File: src/uart_pkg.sv
`default_nettype none

package uart_pkg;

    // ======================================================================
    // timing and message constants
    // ======================================================================
    localparam int OVERSAMPLE    = 16;    // ticks per bit.
    localparam int TICK_DIV      = 4;     // clocks per tick.
    localparam int MSG_LEN       = 15;    // greeting bytes.
    localparam int BEACON_PERIOD = 3000;  // idle clocks between greetings.

    localparam int TICK_W   = $clog2(TICK_DIV);
    localparam int OS_W     = $clog2(OVERSAMPLE);
    localparam int MSG_W    = $clog2(MSG_LEN);
    localparam int BEACON_W = $clog2(BEACON_PERIOD + 1);

    localparam logic [TICK_W-1:0]   TICK_LAST   = TICK_W'(TICK_DIV - 1);
    localparam logic [OS_W-1:0]     OS_LAST     = OS_W'(OVERSAMPLE - 1);
    localparam logic [OS_W-1:0]     OS_MID      = OS_W'(OVERSAMPLE / 2 - 1);
    localparam logic [MSG_W-1:0]    MSG_LAST    = MSG_W'(MSG_LEN - 1);
    localparam logic [BEACON_W-1:0] BEACON_LAST = BEACON_W'(BEACON_PERIOD);

    // ======================================================================
    // modes and state encodings
    // ======================================================================
    typedef enum logic {
        MODE_ECHO,
        MODE_BEACON
    } mode_t;

    typedef enum logic [1:0] {RX_IDLE, RX_START, RX_DATA, RX_STOP} rx_state_t;

    typedef enum logic [1:0] {TX_IDLE, TX_START, TX_DATA, TX_STOP} tx_state_t;

    typedef enum logic [1:0] {
        CTRL_IDLE,
        CTRL_ECHO,
        CTRL_WAIT,
        CTRL_SEND
    } ctrl_state_t;

endpackage

`default_nettype wire

File: src/byte_stream_if.sv
`timescale 1ns/1ps
`default_nettype none

interface byte_stream_if;

    logic [7:0] data;
    logic       valid;
    logic       ready;
    logic       err;   // stop bit was low.

    modport src (
        output data,
        output valid,
        output err,
        input  ready
    );

    modport dst (
        input  data,
        input  valid,
        input  err,
        output ready
    );

endinterface

`default_nettype wire

File: src/baud_gen.sv
`timescale 1ns/1ps
`default_nettype none

module baud_gen (
    input  logic clk,
    input  logic rst,
    output logic tick
);

    logic [uart_pkg::TICK_W-1:0] div_cnt;

    // free running divider, one tick per TICK_DIV clocks.
    always_ff @(posedge clk or posedge rst) begin
        if (rst) begin
            div_cnt <= '0;
            tick    <= 1'b0;
        end else if (div_cnt == uart_pkg::TICK_LAST) begin
            div_cnt <= '0;
            tick    <= 1'b1;
        end else begin
            div_cnt <= div_cnt + 1'b1;
            tick    <= 1'b0;
        end
    end

endmodule

`default_nettype wire

File: src/uart_rx.sv
`timescale 1ns/1ps
`default_nettype none

module uart_rx (
    input  logic       clk,
    input  logic       rst,
    input  logic       tick,
    input  logic       rxd,
    byte_stream_if.src out
);

    uart_pkg::rx_state_t       state;
    logic [2:0]                rxd_sync;
    logic                      rxd_s;
    logic                      rxd_fell;
    logic [uart_pkg::OS_W-1:0] os_cnt;
    logic [2:0]                bit_idx;
    logic                      bit_end;
    logic [7:0]                shreg;
    logic                      stop_bit;
    logic                      done;

    assign rxd_s    = rxd_sync[1];
    assign rxd_fell = rxd_sync[2] & ~rxd_sync[1];
    assign bit_end  = tick && (os_cnt == uart_pkg::OS_LAST);

    // two flop synchronizer plus one delay for edge detect.
    always_ff @(posedge clk or posedge rst) begin
        if (rst) begin
            rxd_sync <= 3'b111;
        end else begin
            rxd_sync <= {rxd_sync[1:0], rxd};
        end
    end

    // ======================================================================
    // frame state machine
    // ======================================================================
    always_ff @(posedge clk or posedge rst) begin
        if (rst) begin
            state   <= uart_pkg::RX_IDLE;
            os_cnt  <= '0;
            bit_idx <= '0;
            done    <= 1'b0;
        end else begin
            done <= 1'b0;
            case (state)
                uart_pkg::RX_IDLE: begin
                    if (rxd_fell) begin
                        state  <= uart_pkg::RX_START;
                        os_cnt <= '0;
                    end
                end
                uart_pkg::RX_START: begin
                    if (tick) begin
                        if (os_cnt == uart_pkg::OS_MID) begin
                            // line back high means a glitch, not a start bit.
                            state   <= rxd_s ? uart_pkg::RX_IDLE : uart_pkg::RX_DATA;
                            os_cnt  <= '0;
                            bit_idx <= '0;
                        end else begin
                            os_cnt <= os_cnt + 1'b1;
                        end
                    end
                end
                uart_pkg::RX_DATA: begin
                    if (bit_end) begin
                        os_cnt  <= '0;
                        bit_idx <= bit_idx + 1'b1;
                        if (bit_idx == 3'd7) begin
                            state <= uart_pkg::RX_STOP;
                        end
                    end else if (tick) begin
                        os_cnt <= os_cnt + 1'b1;
                    end
                end
                default: begin
                    if (bit_end) begin
                        os_cnt <= '0;
                        done   <= 1'b1;
                        state  <= uart_pkg::RX_IDLE;
                    end else if (tick) begin
                        os_cnt <= os_cnt + 1'b1;
                    end
                end
            endcase
        end
    end

    // mid-bit samples, lsb arrives first.
    always_ff @(posedge clk) begin
        if (state == uart_pkg::RX_DATA && bit_end) begin
            shreg <= {rxd_s, shreg[7:1]};
        end
        if (state == uart_pkg::RX_STOP && bit_end) begin
            stop_bit <= rxd_s;
        end
    end

    // ======================================================================
    // output holding register
    // ======================================================================
    always_ff @(posedge clk or posedge rst) begin
        if (rst) begin
            out.valid <= 1'b0;
        end else if (done) begin
            out.valid <= 1'b1;  // a new byte overwrites an unread one.
        end else if (out.ready) begin
            out.valid <= 1'b0;
        end
    end

    always_ff @(posedge clk) begin
        if (done) begin
            out.data <= shreg;
            out.err  <= ~stop_bit;
        end
    end

endmodule

`default_nettype wire

File: src/uart_tx.sv
`timescale 1ns/1ps
`default_nettype none

module uart_tx (
    input  logic       clk,
    input  logic       rst,
    input  logic       tick,
    input  logic [7:0] data,
    input  logic       valid,
    output logic       ready,
    output logic       txd,
    output logic       busy
);

    uart_pkg::tx_state_t       state;
    logic [uart_pkg::OS_W-1:0] os_cnt;
    logic [2:0]                bit_idx;
    logic [7:0]                shreg;
    logic                      accept;
    logic                      bit_end;

    assign ready   = (state == uart_pkg::TX_IDLE);
    assign busy    = ~ready;
    assign accept  = valid & ready;
    assign bit_end = tick && (os_cnt == uart_pkg::OS_LAST);

    always_ff @(posedge clk or posedge rst) begin
        if (rst) begin
            state   <= uart_pkg::TX_IDLE;
            os_cnt  <= '0;
            bit_idx <= '0;
            txd     <= 1'b1;
        end else begin
            case (state)
                uart_pkg::TX_IDLE: begin
                    if (accept) begin
                        state  <= uart_pkg::TX_START;
                        os_cnt <= '0;
                    end
                end
                uart_pkg::TX_START: begin
                    if (tick && txd) begin
                        txd <= 1'b0;  // start bit opens on a tick.
                    end else if (bit_end) begin
                        state   <= uart_pkg::TX_DATA;
                        os_cnt  <= '0;
                        bit_idx <= '0;
                        txd     <= shreg[0];
                    end else if (tick) begin
                        os_cnt <= os_cnt + 1'b1;
                    end
                end
                uart_pkg::TX_DATA: begin
                    if (bit_end) begin
                        os_cnt  <= '0;
                        bit_idx <= bit_idx + 1'b1;
                        if (bit_idx == 3'd7) begin
                            state <= uart_pkg::TX_STOP;
                            txd   <= 1'b1;
                        end else begin
                            txd <= shreg[0];
                        end
                    end else if (tick) begin
                        os_cnt <= os_cnt + 1'b1;
                    end
                end
                default: begin
                    if (bit_end) begin
                        state  <= uart_pkg::TX_IDLE;
                        os_cnt <= '0;
                    end else if (tick) begin
                        os_cnt <= os_cnt + 1'b1;
                    end
                end
            endcase
        end
    end

    // next data bit always sits in shreg[0].
    always_ff @(posedge clk) begin
        if (accept) begin
            shreg <= data;
        end else if (bit_end && (state == uart_pkg::TX_START || state == uart_pkg::TX_DATA)) begin
            shreg <= {1'b0, shreg[7:1]};
        end
    end

endmodule

`default_nettype wire

File: src/io_ctrl.sv
`timescale 1ns/1ps
`default_nettype none

module io_ctrl (
    input  logic              clk,
    input  logic              rst,
    input  uart_pkg::mode_t   mode,
    byte_stream_if.dst        in,
    output logic [7:0]        tx_data,
    output logic              tx_valid,
    input  logic              tx_ready
);

    uart_pkg::ctrl_state_t           state;
    logic [7:0]                      echo_byte;
    logic [uart_pkg::MSG_W-1:0]      msg_idx;
    logic [uart_pkg::BEACON_W-1:0]   beacon_cnt;
    logic                            rx_take;

    // greeting text, ends with cr lf.
    function automatic logic [7:0] msg_byte(input logic [uart_pkg::MSG_W-1:0] idx);
        case (idx)
            4'd0:    msg_byte = "H";
            4'd1:    msg_byte = "e";
            4'd2:    msg_byte = "l";
            4'd3:    msg_byte = "l";
            4'd4:    msg_byte = "o";
            4'd5:    msg_byte = ",";
            4'd6:    msg_byte = " ";
            4'd7:    msg_byte = "w";
            4'd8:    msg_byte = "o";
            4'd9:    msg_byte = "r";
            4'd10:   msg_byte = "l";
            4'd11:   msg_byte = "d";
            4'd12:   msg_byte = "!";
            4'd13:   msg_byte = 8'h0D;
            4'd14:   msg_byte = 8'h0A;
            default: msg_byte = 8'h00;
        endcase
    endfunction

    // ======================================================================
    // handshakes
    // ======================================================================
    // in beacon mode idle still drains the receiver, so no stale echo later.
    assign in.ready = (state == uart_pkg::CTRL_IDLE);
    assign rx_take  = in.valid & in.ready;

    assign tx_valid = (state == uart_pkg::CTRL_ECHO) || (state == uart_pkg::CTRL_SEND);
    assign tx_data  = (state == uart_pkg::CTRL_SEND) ? msg_byte(msg_idx) : echo_byte;

    always_ff @(posedge clk) begin
        if (rx_take) begin
            echo_byte <= in.data;
        end
    end

    // ======================================================================
    // control state machine
    // ======================================================================
    always_ff @(posedge clk or posedge rst) begin
        if (rst) begin
            state      <= uart_pkg::CTRL_IDLE;
            msg_idx    <= '0;
            beacon_cnt <= '0;
        end else begin
            case (state)
                uart_pkg::CTRL_IDLE: begin
                    if (mode == uart_pkg::MODE_ECHO) begin
                        if (rx_take && !in.err) begin
                            state <= uart_pkg::CTRL_ECHO;  // bad frames are dropped.
                        end
                    end else if (beacon_cnt == uart_pkg::BEACON_LAST) begin
                        state   <= uart_pkg::CTRL_SEND;
                        msg_idx <= '0;
                    end else begin
                        beacon_cnt <= beacon_cnt + 1'b1;
                    end
                end
                uart_pkg::CTRL_ECHO: begin
                    if (tx_ready) begin
                        state <= uart_pkg::CTRL_IDLE;
                    end
                end
                uart_pkg::CTRL_SEND: begin
                    if (tx_ready) begin
                        state <= uart_pkg::CTRL_WAIT;
                    end
                end
                default: begin
                    // transmitter idle again, byte is out.
                    if (tx_ready) begin
                        if (msg_idx == uart_pkg::MSG_LAST) begin
                            state      <= uart_pkg::CTRL_IDLE;
                            beacon_cnt <= '0;
                        end else begin
                            state   <= uart_pkg::CTRL_SEND;
                            msg_idx <= msg_idx + 1'b1;
                        end
                    end
                end
            endcase
        end
    end

endmodule

`default_nettype wire

File: src/uart_top.sv
`timescale 1ns/1ps
`default_nettype none

module uart_top (
    input  logic clk,
    input  logic rst,
    input  logic rxd,
    input  logic mode,
    output logic txd,
    output logic tx_busy
);

    uart_pkg::mode_t ctrl_mode;
    logic            tick;
    logic [7:0]      tx_data;
    logic            tx_valid;
    logic            tx_ready;

    byte_stream_if rx_link ();

    assign ctrl_mode = mode ? uart_pkg::MODE_BEACON : uart_pkg::MODE_ECHO;  // 1 is beacon.

    baud_gen u_baud (
        .clk  (clk),
        .rst  (rst),
        .tick (tick)
    );

    uart_rx u_rx (
        .clk  (clk),
        .rst  (rst),
        .tick (tick),
        .rxd  (rxd),
        .out  (rx_link.src)
    );

    io_ctrl u_ctrl (
        .clk      (clk),
        .rst      (rst),
        .mode     (ctrl_mode),
        .in       (rx_link.dst),
        .tx_data  (tx_data),
        .tx_valid (tx_valid),
        .tx_ready (tx_ready)
    );

    uart_tx u_tx (
        .clk   (clk),
        .rst   (rst),
        .tick  (tick),
        .data  (tx_data),
        .valid (tx_valid),
        .ready (tx_ready),
        .txd   (txd),
        .busy  (tx_busy)
    );

endmodule

`default_nettype wire

File: config.mk
export PLATFORM = sky130hd
export DESIGN_NAME = uart_top
export DESIGN_NICKNAME = d
export VERILOG_FILES = /design/src/uart_pkg.sv /design/src/byte_stream_if.sv /design/src/baud_gen.sv /design/src/uart_rx.sv /design/src/uart_tx.sv /design/src/io_ctrl.sv /design/src/uart_top.sv
export SDC_FILE = /design/constraint.sdc
export NUM_CORES = 1
export LEC_CHECK = 0
export BUFFER_PORTS_ARGS = -buffer_cell sky130_fd_sc_hd__buf_4
export CAP_MARGIN = 20
export CELL_PAD_IN_SITES_DETAIL_PLACEMENT = 0
export CELL_PAD_IN_SITES_GLOBAL_PLACEMENT = 1
export CORE_MARGIN = 2
export CORE_UTILIZATION = 31
export CTS_BUF_LIST = sky130_fd_sc_hd__clkbuf_4 sky130_fd_sc_hd__clkbuf_8 sky130_fd_sc_hd__clkbuf_16
export CTS_CLUSTER_DIAMETER = 120
export CTS_CLUSTER_SIZE = 24
export DETAILED_ROUTE_END_ITERATION = 7
export PLACE_DENSITY = 0.56
export RECOVER_POWER = 100
export SETUP_SLACK_MARGIN = 0.05
export SYNTH_ARGS = -nofsm -noshare
export SYNTH_HDL_FRONTEND = slang
export SYNTH_SLANG_ARGS = --single-unit
File: constraint.sdc
create_clock -name clk -period 2.2 [get_ports clk]
set_input_delay 0.44 -clock clk [delete_from_list [all_inputs] [get_ports clk]]
set_output_delay 0.44 -clock clk [all_outputs]
set_load 0.02 [all_outputs]
After elaboration in Yosys (flattened, before gate mapping)
Memory sizes are Yosys's and may differ from the RTL's.
Cells that the tools add are included.
{ "word_totals": {"mem_count": 1, "in_bits": 4, "out_inout_bits": 2, "reg_bits": 79, "mem_bits_ro": 112, "word_cells": 171} }
{ "classes": {"eq_ne": 34, "muxes": 67, "reduce_logical": 34, "bitwise": 7, "n_addsub": 7} }
{ "memory_table": {"columns": ["name", "depth", "width", "rd", "rd_ports_with_merged_regs", "write_ports", "line_no", "source"], "rows": [
  ["(name not given)", 16, 7, 1, 0, 0, "io_ctrl.sv:22", "case (idx)"]
]} }
{ "op_table": {"columns": ["op", "n"], "rows": [
  ["4-bit two-way mux", 13],
  ["12-bit two-way mux", 4],
  ["2-bit two-way mux", 21],
  ["8-bit two-way mux", 3],
  ["12-bit one-hot mux with 2 select lines", 1],
  ["4-bit one-hot mux with 2 select lines", 3],
  ["2-bit by 1-bit != test with 1-bit output (second input constant)", 10],
  ["3-bit two-way mux", 6],
  ["2-bit one-hot mux with 3 select lines", 3],
  ["5-bit AND reduction", 3],
  ["2-bit nonzero test", 7],
  ["12-bit by 1-bit adder with 12-bit output (second input constant)", 1],
  ["4-bit by 1-bit adder with 4-bit output (second input constant)", 3],
  ["12-bit equality test (second input constant)", 1],
  ["4-bit equality test (second input constant)", 3],
  ["2-bit != test (second input constant)", 6],
  ["3-bit one-hot mux with 2 select lines", 2],
  ["6-bit AND reduction", 2],
  ["2-bit equality test (second input constant)", 5],
  ["1-bit two-way mux", 10],
  ["4-bit AND reduction", 2],
  ["1-bit logical AND", 7],
  ["3-bit by 1-bit adder with 3-bit output (second input constant)", 2],
  ["2-bit by 1-bit equality test with 1-bit output (second input constant)", 3],
  ["other kinds (16)", 28]
]} }

Longest topological paths before layout
Gate-level depths: netlist of the first run.
{ "depth": {"ltp_word": 6, "ltp_mapped": 8, "mapped_depth_nobuf": 6} }

Hierarchy
A second synthesis of the first run with hierarchy kept.
{ "unflattened": {"hier_cells": 343, "hier_area_um2": 4016.4} }
{ "by_module_without_submodules": {"columns": ["mod", "n_inst", "area_per_inst_um2", "cells_per_inst", "seq_area_each_um2"], "rows": [
  ["io_ctrl", 1, 1655.3, 171, 690.7],
  ["uart_rx", 1, 1285.0, 87, 894.6],
  ["uart_tx", 1, 980.9, 79, 491.7],
  ["baud_gen", 1, 95.1, 6, 75.1]
]} }

Least setup slack after synthesis of the first run
OpenSTA, ideal clock, no wires.
{ "synth_timing": {"kind": "reg-to-reg", "start": "register u_rx.state[1]", "end": "register u_rx.shreg[0] (enable)", "arrival_time_ns": 1.732, "required_time_ns": 1.796, "period_less_slack_ns": 2.136, "path_buffers": 1, "stages_incl_launch_ff": 4, "slack_ns": 0.064, "path_cell_list": "dfrtp_1 > clkbuf_1 > nand2_1 > nor4_1"} }
{ "synth_between": {"elab_chain_cells": 2} }
{ "synth_lines": {"columns": ["element", "line_no", "source"], "rows": [
  ["from (decl)", "uart_rx.sv:12", "uart_pkg::rx_state_t state;"],
  ["from (signal assigned)", "uart_rx.sv:41", "state <= uart_pkg::RX_IDLE;"],
  ["from (signal assigned)", "uart_rx.sv:50", "state <= uart_pkg::RX_START;"],
  ["from (signal assigned)", "uart_rx.sv:58", "state <= rxd_s ? uart_pkg::RX_IDLE : uart_pkg::RX_DATA;"],
  ["2-bit equality test", "uart_rx.sv:92", "if (state == uart_pkg::RX_DATA && bit_end) begin"],
  ["1-bit logical AND", "uart_rx.sv:92", null],
  ["to (signal assigned)", "uart_rx.sv:93", "shreg <= {rxd_s, shreg[7:1]};"],
  ["to (decl)", "uart_rx.sv:19", "logic [7:0] shreg;"]
]} }
No other way between the ends.
A chain may end at the register's enable or synchronous reset.

Worst setup path in the final report of the first run
{ "layout_timing": {"start": "register u_tx.state[0]", "end": "register u_ctrl.beacon_cnt[10] (netlist bit)"} }
{ "layout_between": {"elab_chain_cells": 3} }
{ "layout_lines": {"columns": ["element", "line_no", "source"], "rows": [
  ["from (decl)", "uart_tx.sv:15", "uart_pkg::tx_state_t state;"],
  ["from (signal assigned)", "uart_tx.sv:29", "state <= uart_pkg::TX_IDLE;"],
  ["from (signal assigned)", "uart_tx.sv:37", "state <= uart_pkg::TX_START;"],
  ["from (signal assigned)", "uart_tx.sv:45", "state <= uart_pkg::TX_DATA;"],
  ["2-bit zero test", "uart_tx.sv:22", "assign ready = (state == uart_pkg::TX_IDLE);"],
  ["2-bit nonzero test (no source line)", null, null],
  ["5-bit AND reduction (no source line)", null, null],
  ["to (signal assigned)", "io_ctrl.sv:77", "beacon_cnt <= beacon_cnt + 1'b1;"],
  ["to (decl)", "io_ctrl.sv:17", "logic [uart_pkg::BEACON_W-1:0] beacon_cnt;"]
]} }
No other way between the ends.

==> summary.md, run 1 <==
| Metric | Value |
|---|---|
| Hold crit path type | input port to flop |
| CTS Buf Count | 9 |
| RSZ-0062 raised after global routing | false |
| Worst EP arrival | 2.23 ns |
| Status | completed |
| Crit path launch type | flop |
| CTS resizes | 0 |
| CTS hold repair buffers | 0 |
| Dpl hpwl | 5324 um |
| GR Overflow Total | 0 |
| CP Capture Type | flop |
| Clock latency on the worst-skew pair | 0.34 ns |
| Pins Over Slew Limit | 0 |
| # IOs | 6 |
| Final count of hold timing violations | 0 |
| Die area | 0.01350 sq mm |
| Global-route usage over all layers | 0.1289 |
| First-pass GRT wire length | 13,510 um |
| Util after Layout | 0.3693 |
| Clock slew at reported path FFs | 0.06 ns |
| Async SR Flop Fraction | 0.5696 |
| Vias in the first global route | 2,653 |
| Via count | 2,653 |
| Sequential area share after synthesis | 0.5515 |
| # Post-CTS Setup Buffers | 0 |
| Kind of critical path | flop to flop |
| Period utilisation layout | 0.9145 |
| Num Clock Sinks | 79 |
| Leakage | 1.823 nW |
| N_diodes | 0 |
| Skew final | 0.009519 ns |
| Pin count of the biggest net entering global routing | 25 |
| Worst Path Required | 2.42 ns |
| Fmax | 0.4970 GHz |
| Syn avg cell area | 11.18 sq um |
| Die Ht | 116.2 um |
| Antenna violations before repair | 0 |
| H-tree depth | 3 |
| Max_slew headroom | 0.3898 |
| Syn_nets | 373 |
| DRC | 0 |
| Primary FF master, synth | dfrtp_1 |
| Die width | 116.2 um |
| Multi-input gate area | 0.001590 sq mm |
| RD Place Congestion | 0.7344 |
| Clock buffer depth | 2 |
| Max-Cap Viols | 0 |
| Final Setup Violations | 0 |
| Fin Setup TNS | 0 ns |
| Yosys warning count | 0 |
| CTS tree | done |
| Pre-antenna DRT Iters | 4 |
| Register Area | 0.002152 sq mm |
| Layout area overhead | 15.10% |
| Number of synthesized flops with an enable pin | 34 |
| Tightest Pin Transition | 0.9143 ns |
| Iter 0 DRT Violations | 102 |
| Cell count after synthesis | 349 |
| Core Footprint | 0.01216 sq mm |
| Peak VDD IR | 0.3560 mV |
| Hold depth | 1 |
| Antenna-violating nets left | 0 |
| PD cells | 998.4 mW/mm^2 |
| Final wirelength | 7689 um |
| Final net count | 390 |
| Fillers | 1,209 |
| Crit-path max FO | 12 |
| Post-DR vias/cell | 4.922 |
| CTS root buf | clkbuf_16 |
| Starting Density | 0.3209 |
| Core Rows | 40 |
| Seq cells post-synth | 79 |
| Synth unique cells | 55 |
| R2r worst-path depth | 6 |
| Ratio of cells with drive above 1 in the final layout | 0.1132 |
| IO Port Bufs | 5 |
| Crit path time final | 2.012 ns |
| Drt wl/cell | 14.27 um |
| Cell area after synthesis | 0.003902 sq mm |
-- where the power goes --
part / total, mW / internal [mW] / switching [mW] / leakage (nW)
combinational: 0.894 / 0.399 / 0.494 / 0.826
sequential: 1.86 / 1.68 / 0.185 / 0.831
clock: 1.73 / 1.11 / 0.614 / 0.166
-- placed cells by master (no fill, tap or decap), types with 3 or more instances in the layout --
cell type / Yosys / final
nand4_1: 7 / 7
a211oi_1: 5 / 5
buf_4: 0 / 10
nor3b_1: 4 / 4
nor4_1: 4 / 5
edfxtp_1: 34 / 34
dfrtp_1: 41 / 41
nand3_1: 11 / 11
o22a_1: 4 / 4
clkbuf_1: 8 / 6
clkbuf_16: 0 / 9
a21oi_1: 18 / 19
mux2_2: 3 / 3
and3_1: 9 / 9
ha_1: 20 / 20
o2bb2ai_1: 4 / 4
a21o_1: 4 / 4
nor2_1: 26 / 26
a31oi_1: 4 / 4
bufinv_16: 0 / 3
and2_1: 7 / 5
a221o_1: 3 / 3
a211o_1: 3 / 3
o21ai_0: 21 / 22
mux2i_1: 6 / 6
nand2_1: 25 / 25
nand2b_1: 7 / 7
nor3_1: 6 / 6
inv_1: 19 / 19
-- cell families after synthesis --
logic type | Yosys count | share of synthesized area
buffers and inverters | 33 | 0.03655
AOI/OAI and AO/OA | 85 | 0.1481
and+or+nand+nor | 121 | 0.1642
adders and majority gates | 20 | 0.06412
muxes | 11 | 0.03559
DFF | 79 | 0.5515
-- state kept, by name, indices dropped and copies added (netlist names), 2 cells and up --
name / cells
u_baud.div_cnt: 2
u_ctrl.beacon_cnt: 12
u_ctrl.echo_byte: 8
u_ctrl.msg_idx: 4
u_ctrl.state: 2
u_rx.bit_idx: 3
u_rx.os_cnt: 4
u_rx.out.data: 8
u_rx.rxd_sync: 3
u_rx.shreg: 8
u_rx.state: 2
u_tx.bit_idx: 3
u_tx.os_cnt: 4
u_tx.shreg: 8
u_tx.state: 2
-- Yosys cell counts, types with 3 or more instances --
| cell type | instances | area (sq um) |
|---|---|---|
| dfrtp_1 | 41 | 1026 |
| edfxtp_1 | 34 | 1021 |
| nor2_1 | 26 | 97.59 |
| nand2_1 | 25 | 93.84 |
| o21ai_0 | 21 | 105.1 |
| ha_1 | 20 | 250.2 |
| inv_1 | 19 | 71.32 |
| a21oi_1 | 18 | 90.09 |
| nand3_1 | 11 | 55.05 |
| and3_1 | 9 | 56.30 |
| clkbuf_1 | 8 | 30.03 |
| and2_1 | 7 | 43.79 |
| nand2b_1 | 7 | 43.79 |
| nand4_1 | 7 | 43.79 |
| mux2i_1 | 6 | 60.06 |
| nor3_1 | 6 | 30.03 |
| a211oi_1 | 5 | 37.54 |
| a21o_1 | 4 | 30.03 |
| a31oi_1 | 4 | 25.02 |
| dfstp_2 | 4 | 105.1 |
| nor3b_1 | 4 | 30.03 |
| nor4_1 | 4 | 25.02 |
| o22a_1 | 4 | 35.03 |
| o2bb2ai_1 | 4 | 35.03 |
| a211o_1 | 3 | 26.28 |
| a221o_1 | 3 | 30.03 |
| buf_2 | 3 | 15.01 |
| mux2_2 | 3 | 33.78 |
-- final timing paths --
path	start	endpoint	slack (ns)
worst max register to register	u_tx.state[0]	u_ctrl.beacon_cnt[10]	0.19
worst min register to register	u_rx.rxd_sync[0]	u_rx.rxd_sync[1]	0.36
worst min-delay path	rxd	u_rx.rxd_sync[0]	0.22
max in group asynchronous	rst	u_rx.done	0.76
worst max-delay path	u_tx.state[0]	u_ctrl.beacon_cnt[10]	0.19
min in group asynchronous	rst	u_ctrl.beacon_cnt[3]	0.31
-- critical path, stage by stage (launching register included) --
cell	delay, ns
dfrtp_1	0.37
inv_1	0.10
ha_1	0.20
nand2_2	0.08
a21oi_1	0.26
or3b_4	0.51
a221o_1	0.37
-- per-layer routing --
metal	global-route usage	vias to the layer above	share of wire
li1	-	1326	-
met1	0.1750	1291	0.49
met2	0.2023	29	0.47
met3	0.02491	7	0.028
met4	0.05476	0	0.013
met5	0	-	0
-- cell type report --
type,instances,share of cell area
clock inverters,7,0.02674
multi-input cells,237,0.3540
inverters,19,0.01588
clock buffers,9,0.05014
flip-flops and latches,79,0.4791
well taps,168,0.04680
repair buffers,20,0.02730
-- through the flow --
step           power, mW  hold slack, ns  area [sq um]  worst slack (ns)  cells
6_report           4.485          0.2157          4492            0.1880    539
3_3_place_gp       2.820          0.3459          4210            0.3003    523
5_1_grt            4.771          0.2031          4492           0.05364    539
4_1_cts            4.591          0.1590          4556            0.2355    539
2_1_floorplan      2.525          0.3452          3902           0.06357    349
3_5_place_dp       2.821          0.3473          4210            0.2455    523
(Power assumes the default switching activity.)
==> inputs of run 2 (changes only) <==
--- a/config.mk
+++ b/config.mk
@@ -11,11 +11,10 @@
 export CELL_PAD_IN_SITES_GLOBAL_PLACEMENT = 1
 export CORE_MARGIN = 2
 export CORE_UTILIZATION = 31
-export CTS_BUF_LIST = sky130_fd_sc_hd__clkbuf_4 sky130_fd_sc_hd__clkbuf_8 sky130_fd_sc_hd__clkbuf_16
 export CTS_CLUSTER_DIAMETER = 120
 export CTS_CLUSTER_SIZE = 24
 export DETAILED_ROUTE_END_ITERATION = 7
-export PLACE_DENSITY = 0.56
+export PLACE_DENSITY_LB_ADDON = 0.1
 export RECOVER_POWER = 100
 export SETUP_SLACK_MARGIN = 0.05
 export SYNTH_ARGS = -nofsm -noshare
==> run 2 against run 1 <==
Non-clock buffer count unchanged. Largest power group unchanged. Largest cell class unchanged. Maximum frequency about the same. Critical path depth down 1. Power down 0.82%. Routed wire length up 3.3%. Worst setup slack better by 0.0017 ns. Critical path type is now flop to output pin. Via count down 1.8%.
==> summary.md, run 2 (synthesis results as in run 1) <==
| Metric | Value |
|---|---|
| Post-Layout Cell Count | 539 |
| Final net count | 390 |
| Reg2Reg Launch Point | u_tx.state[0] |
| IO Port Bufs | 5 |
| Die width | 116.2 um |
| Worst EP arrival | 1.57 ns |
| GR Overflow Total | 0 |
| PD cells | 990.0 mW/mm^2 |
| Global-route usage over all layers | 0.1313 |
| Worst r2r dst | u_ctrl.beacon_cnt[8] |
| Pre-CTS setup slack | 0.2658 ns |
| Peak VDD IR | 0.4759 mV |
| Period utilisation layout | 0.9138 |
| H-tree depth | 3 |
| Largest register FFs | 12 |
| Drt wl/cell | 14.73 um |
| Worst Path Required | 1.76 ns |
| PnR worst setup slack | 0.1897 ns |
| Most frequent cells in the layout | 41 x dfrtp_1, 34 x edfxtp_1, 26 x nand2_1, 26 x nor2_1, 22 x o21ai_0 |
| Fmax | 0.4975 GHz |
| # Post-CTS Setup Buffers | 0 |
| Most Crowded Layer GR | met2 |
| Antenna violations before repair | 0 |
| RSZ-0062 raised after global routing | false |
| Skew final | 0.007108 ns |
| Via count | 2,604 |
| R2r worst-path depth | 6 |
| Max_slew headroom | 0.2020 |
| CTS hold repair buffers | 0 |
| Hold crit path type | input port to flop |
| Tightest Pin Transition | 1.197 ns |
| Layout area overhead | 15.13% |
| Core Footprint | 0.01216 sq mm |
| Pin count of the biggest net entering global routing | 46 |
| Leakage | 1.821 nW |
| Final instance area | 0.004493 sq mm |
| Power Total | 4.448 mW |
| Clock slew at reported path FFs | 0.07 ns |
| Starting Density | 0.3209 |
| Final Setup Violations | 0 |
| Met2 GRT Util | 0.2113 |
| # IOs | 6 |
| Leading cell type in the layout, fill and taps excluded | dfrtp_1 |
| Worst Setup EP | tx_busy |
| Crit path time final | 2.010 ns |
| Min Hold Slack | 0.2075 ns |
| DRC | 0 |
| CTS Buf Count | 9 |
| Dpl hpwl | 5401 um |
| Final wirelength | 7942 um |
| Die area | 0.01350 sq mm |
| Core Rows | 40 |
| Crit-path max FO | 10 |
| Met3 Use GR | 0.03892 |
| N_diodes | 0 |
| Status | completed |
| Antenna-violating nets left | 0 |
| Pre-antenna DRT Iters | 4 |
| CP Capture Type | output pin |
| Crit path launch type | flop |
| Fillers | 1,228 |
| Util after Layout | 0.3694 |
| Clock buffer depth | 2 |
| Reg2reg setup slack | 0.23 ns |
| CP Launch Point | u_tx.state[1] |
| Vias in the first global route | 2,655 |
| Met1 Use GR | 0.1707 |
| First-pass GRT wire length | 13,660 um |
| Iter 0 DRT Violations | 91 |
| Final count of hold timing violations | 0 |
| Fin Setup TNS | 0 ns |
| CTS tree | done |
| Post-DR vias/cell | 4.831 |
| Post-DP Area | 0.004210 sq mm |
| Ratio of cells with drive above 1 in the final layout | 0.1186 |
| Clock latency on the worst-skew pair | 0.34 ns |
| Kind of critical path | flop to output pin |
| Inst Count DP | 523 |
| CTS root buf | clkbuf_16 |
| CTS resizes | 0 |
| Max-Cap Viols | 0 |
| Die Ht | 116.2 um |
| RD Place Congestion | 0.7642 |
| Top reg by flops | u_ctrl.beacon_cnt |
| Num Clock Sinks | 79 |
| Pins Over Slew Limit | 0 |
run 2: cell count changes in the layout (fill, tap and decap cells not counted), sizes merged:
cell	previous run	this run
inv	20	24
clkinv	2	0
buf	10	9
bufinv	3	2
clkbuf	19	20
clkinvlp	1	0
run 2: power by group:
| group | total, mW | internal [mW] | switching (mW) |
|---|---|---|---|
| registers | 1.86 | 1.68 | 0.184 |
| logic | 0.893 | 0.400 | 0.493 |
| clock network | 1.69 | 1.02 | 0.669 |
run 2: layout make-up:
type                    instances  area [sq um]  area share
inverters                      19         71.32     0.01587
multi-input cells             237          1605      0.3573
well taps                     168         210.2     0.04678
clock inverters                 7         108.9     0.02423
flip-flops and latches         79          2152      0.4790
clock buffers                   9         225.2     0.05013
repair buffers                 20         120.1     0.02673
run 2: worst min path at each step:
stage,startpoint,to,cells past startpoint
2_1_floorplan,u_rx.rxd_sync[0],u_rx.rxd_sync[1],0
3_3_place_gp,u_rx.rxd_sync[0],u_rx.rxd_sync[1],0
3_5_place_dp,u_rx.rxd_sync[0],u_rx.rxd_sync[1],0
4_1_cts,rst,u_tx.os_cnt[2],3
5_1_grt,rxd,u_rx.rxd_sync[0],1
6_report,rxd,u_rx.rxd_sync[0],1
run 2: critical path, stage by stage (launching register included):
cell,delay (ns)
dfrtp_1,0.38
inv_1,0.07
ha_1,0.19
buf_4,0.18
inv_1,0.16
clkbuf_1,0.25
run 2: layer usage:
layer  routed length [um]  part of all wire  vias to the layer above
met5                    0                 0                        -
met4                   64            0.0081                        0
met3                  157             0.020                        4
met2                 3665              0.46                       15
met1                 4054              0.51                     1264
li1                     -                 -                     1321
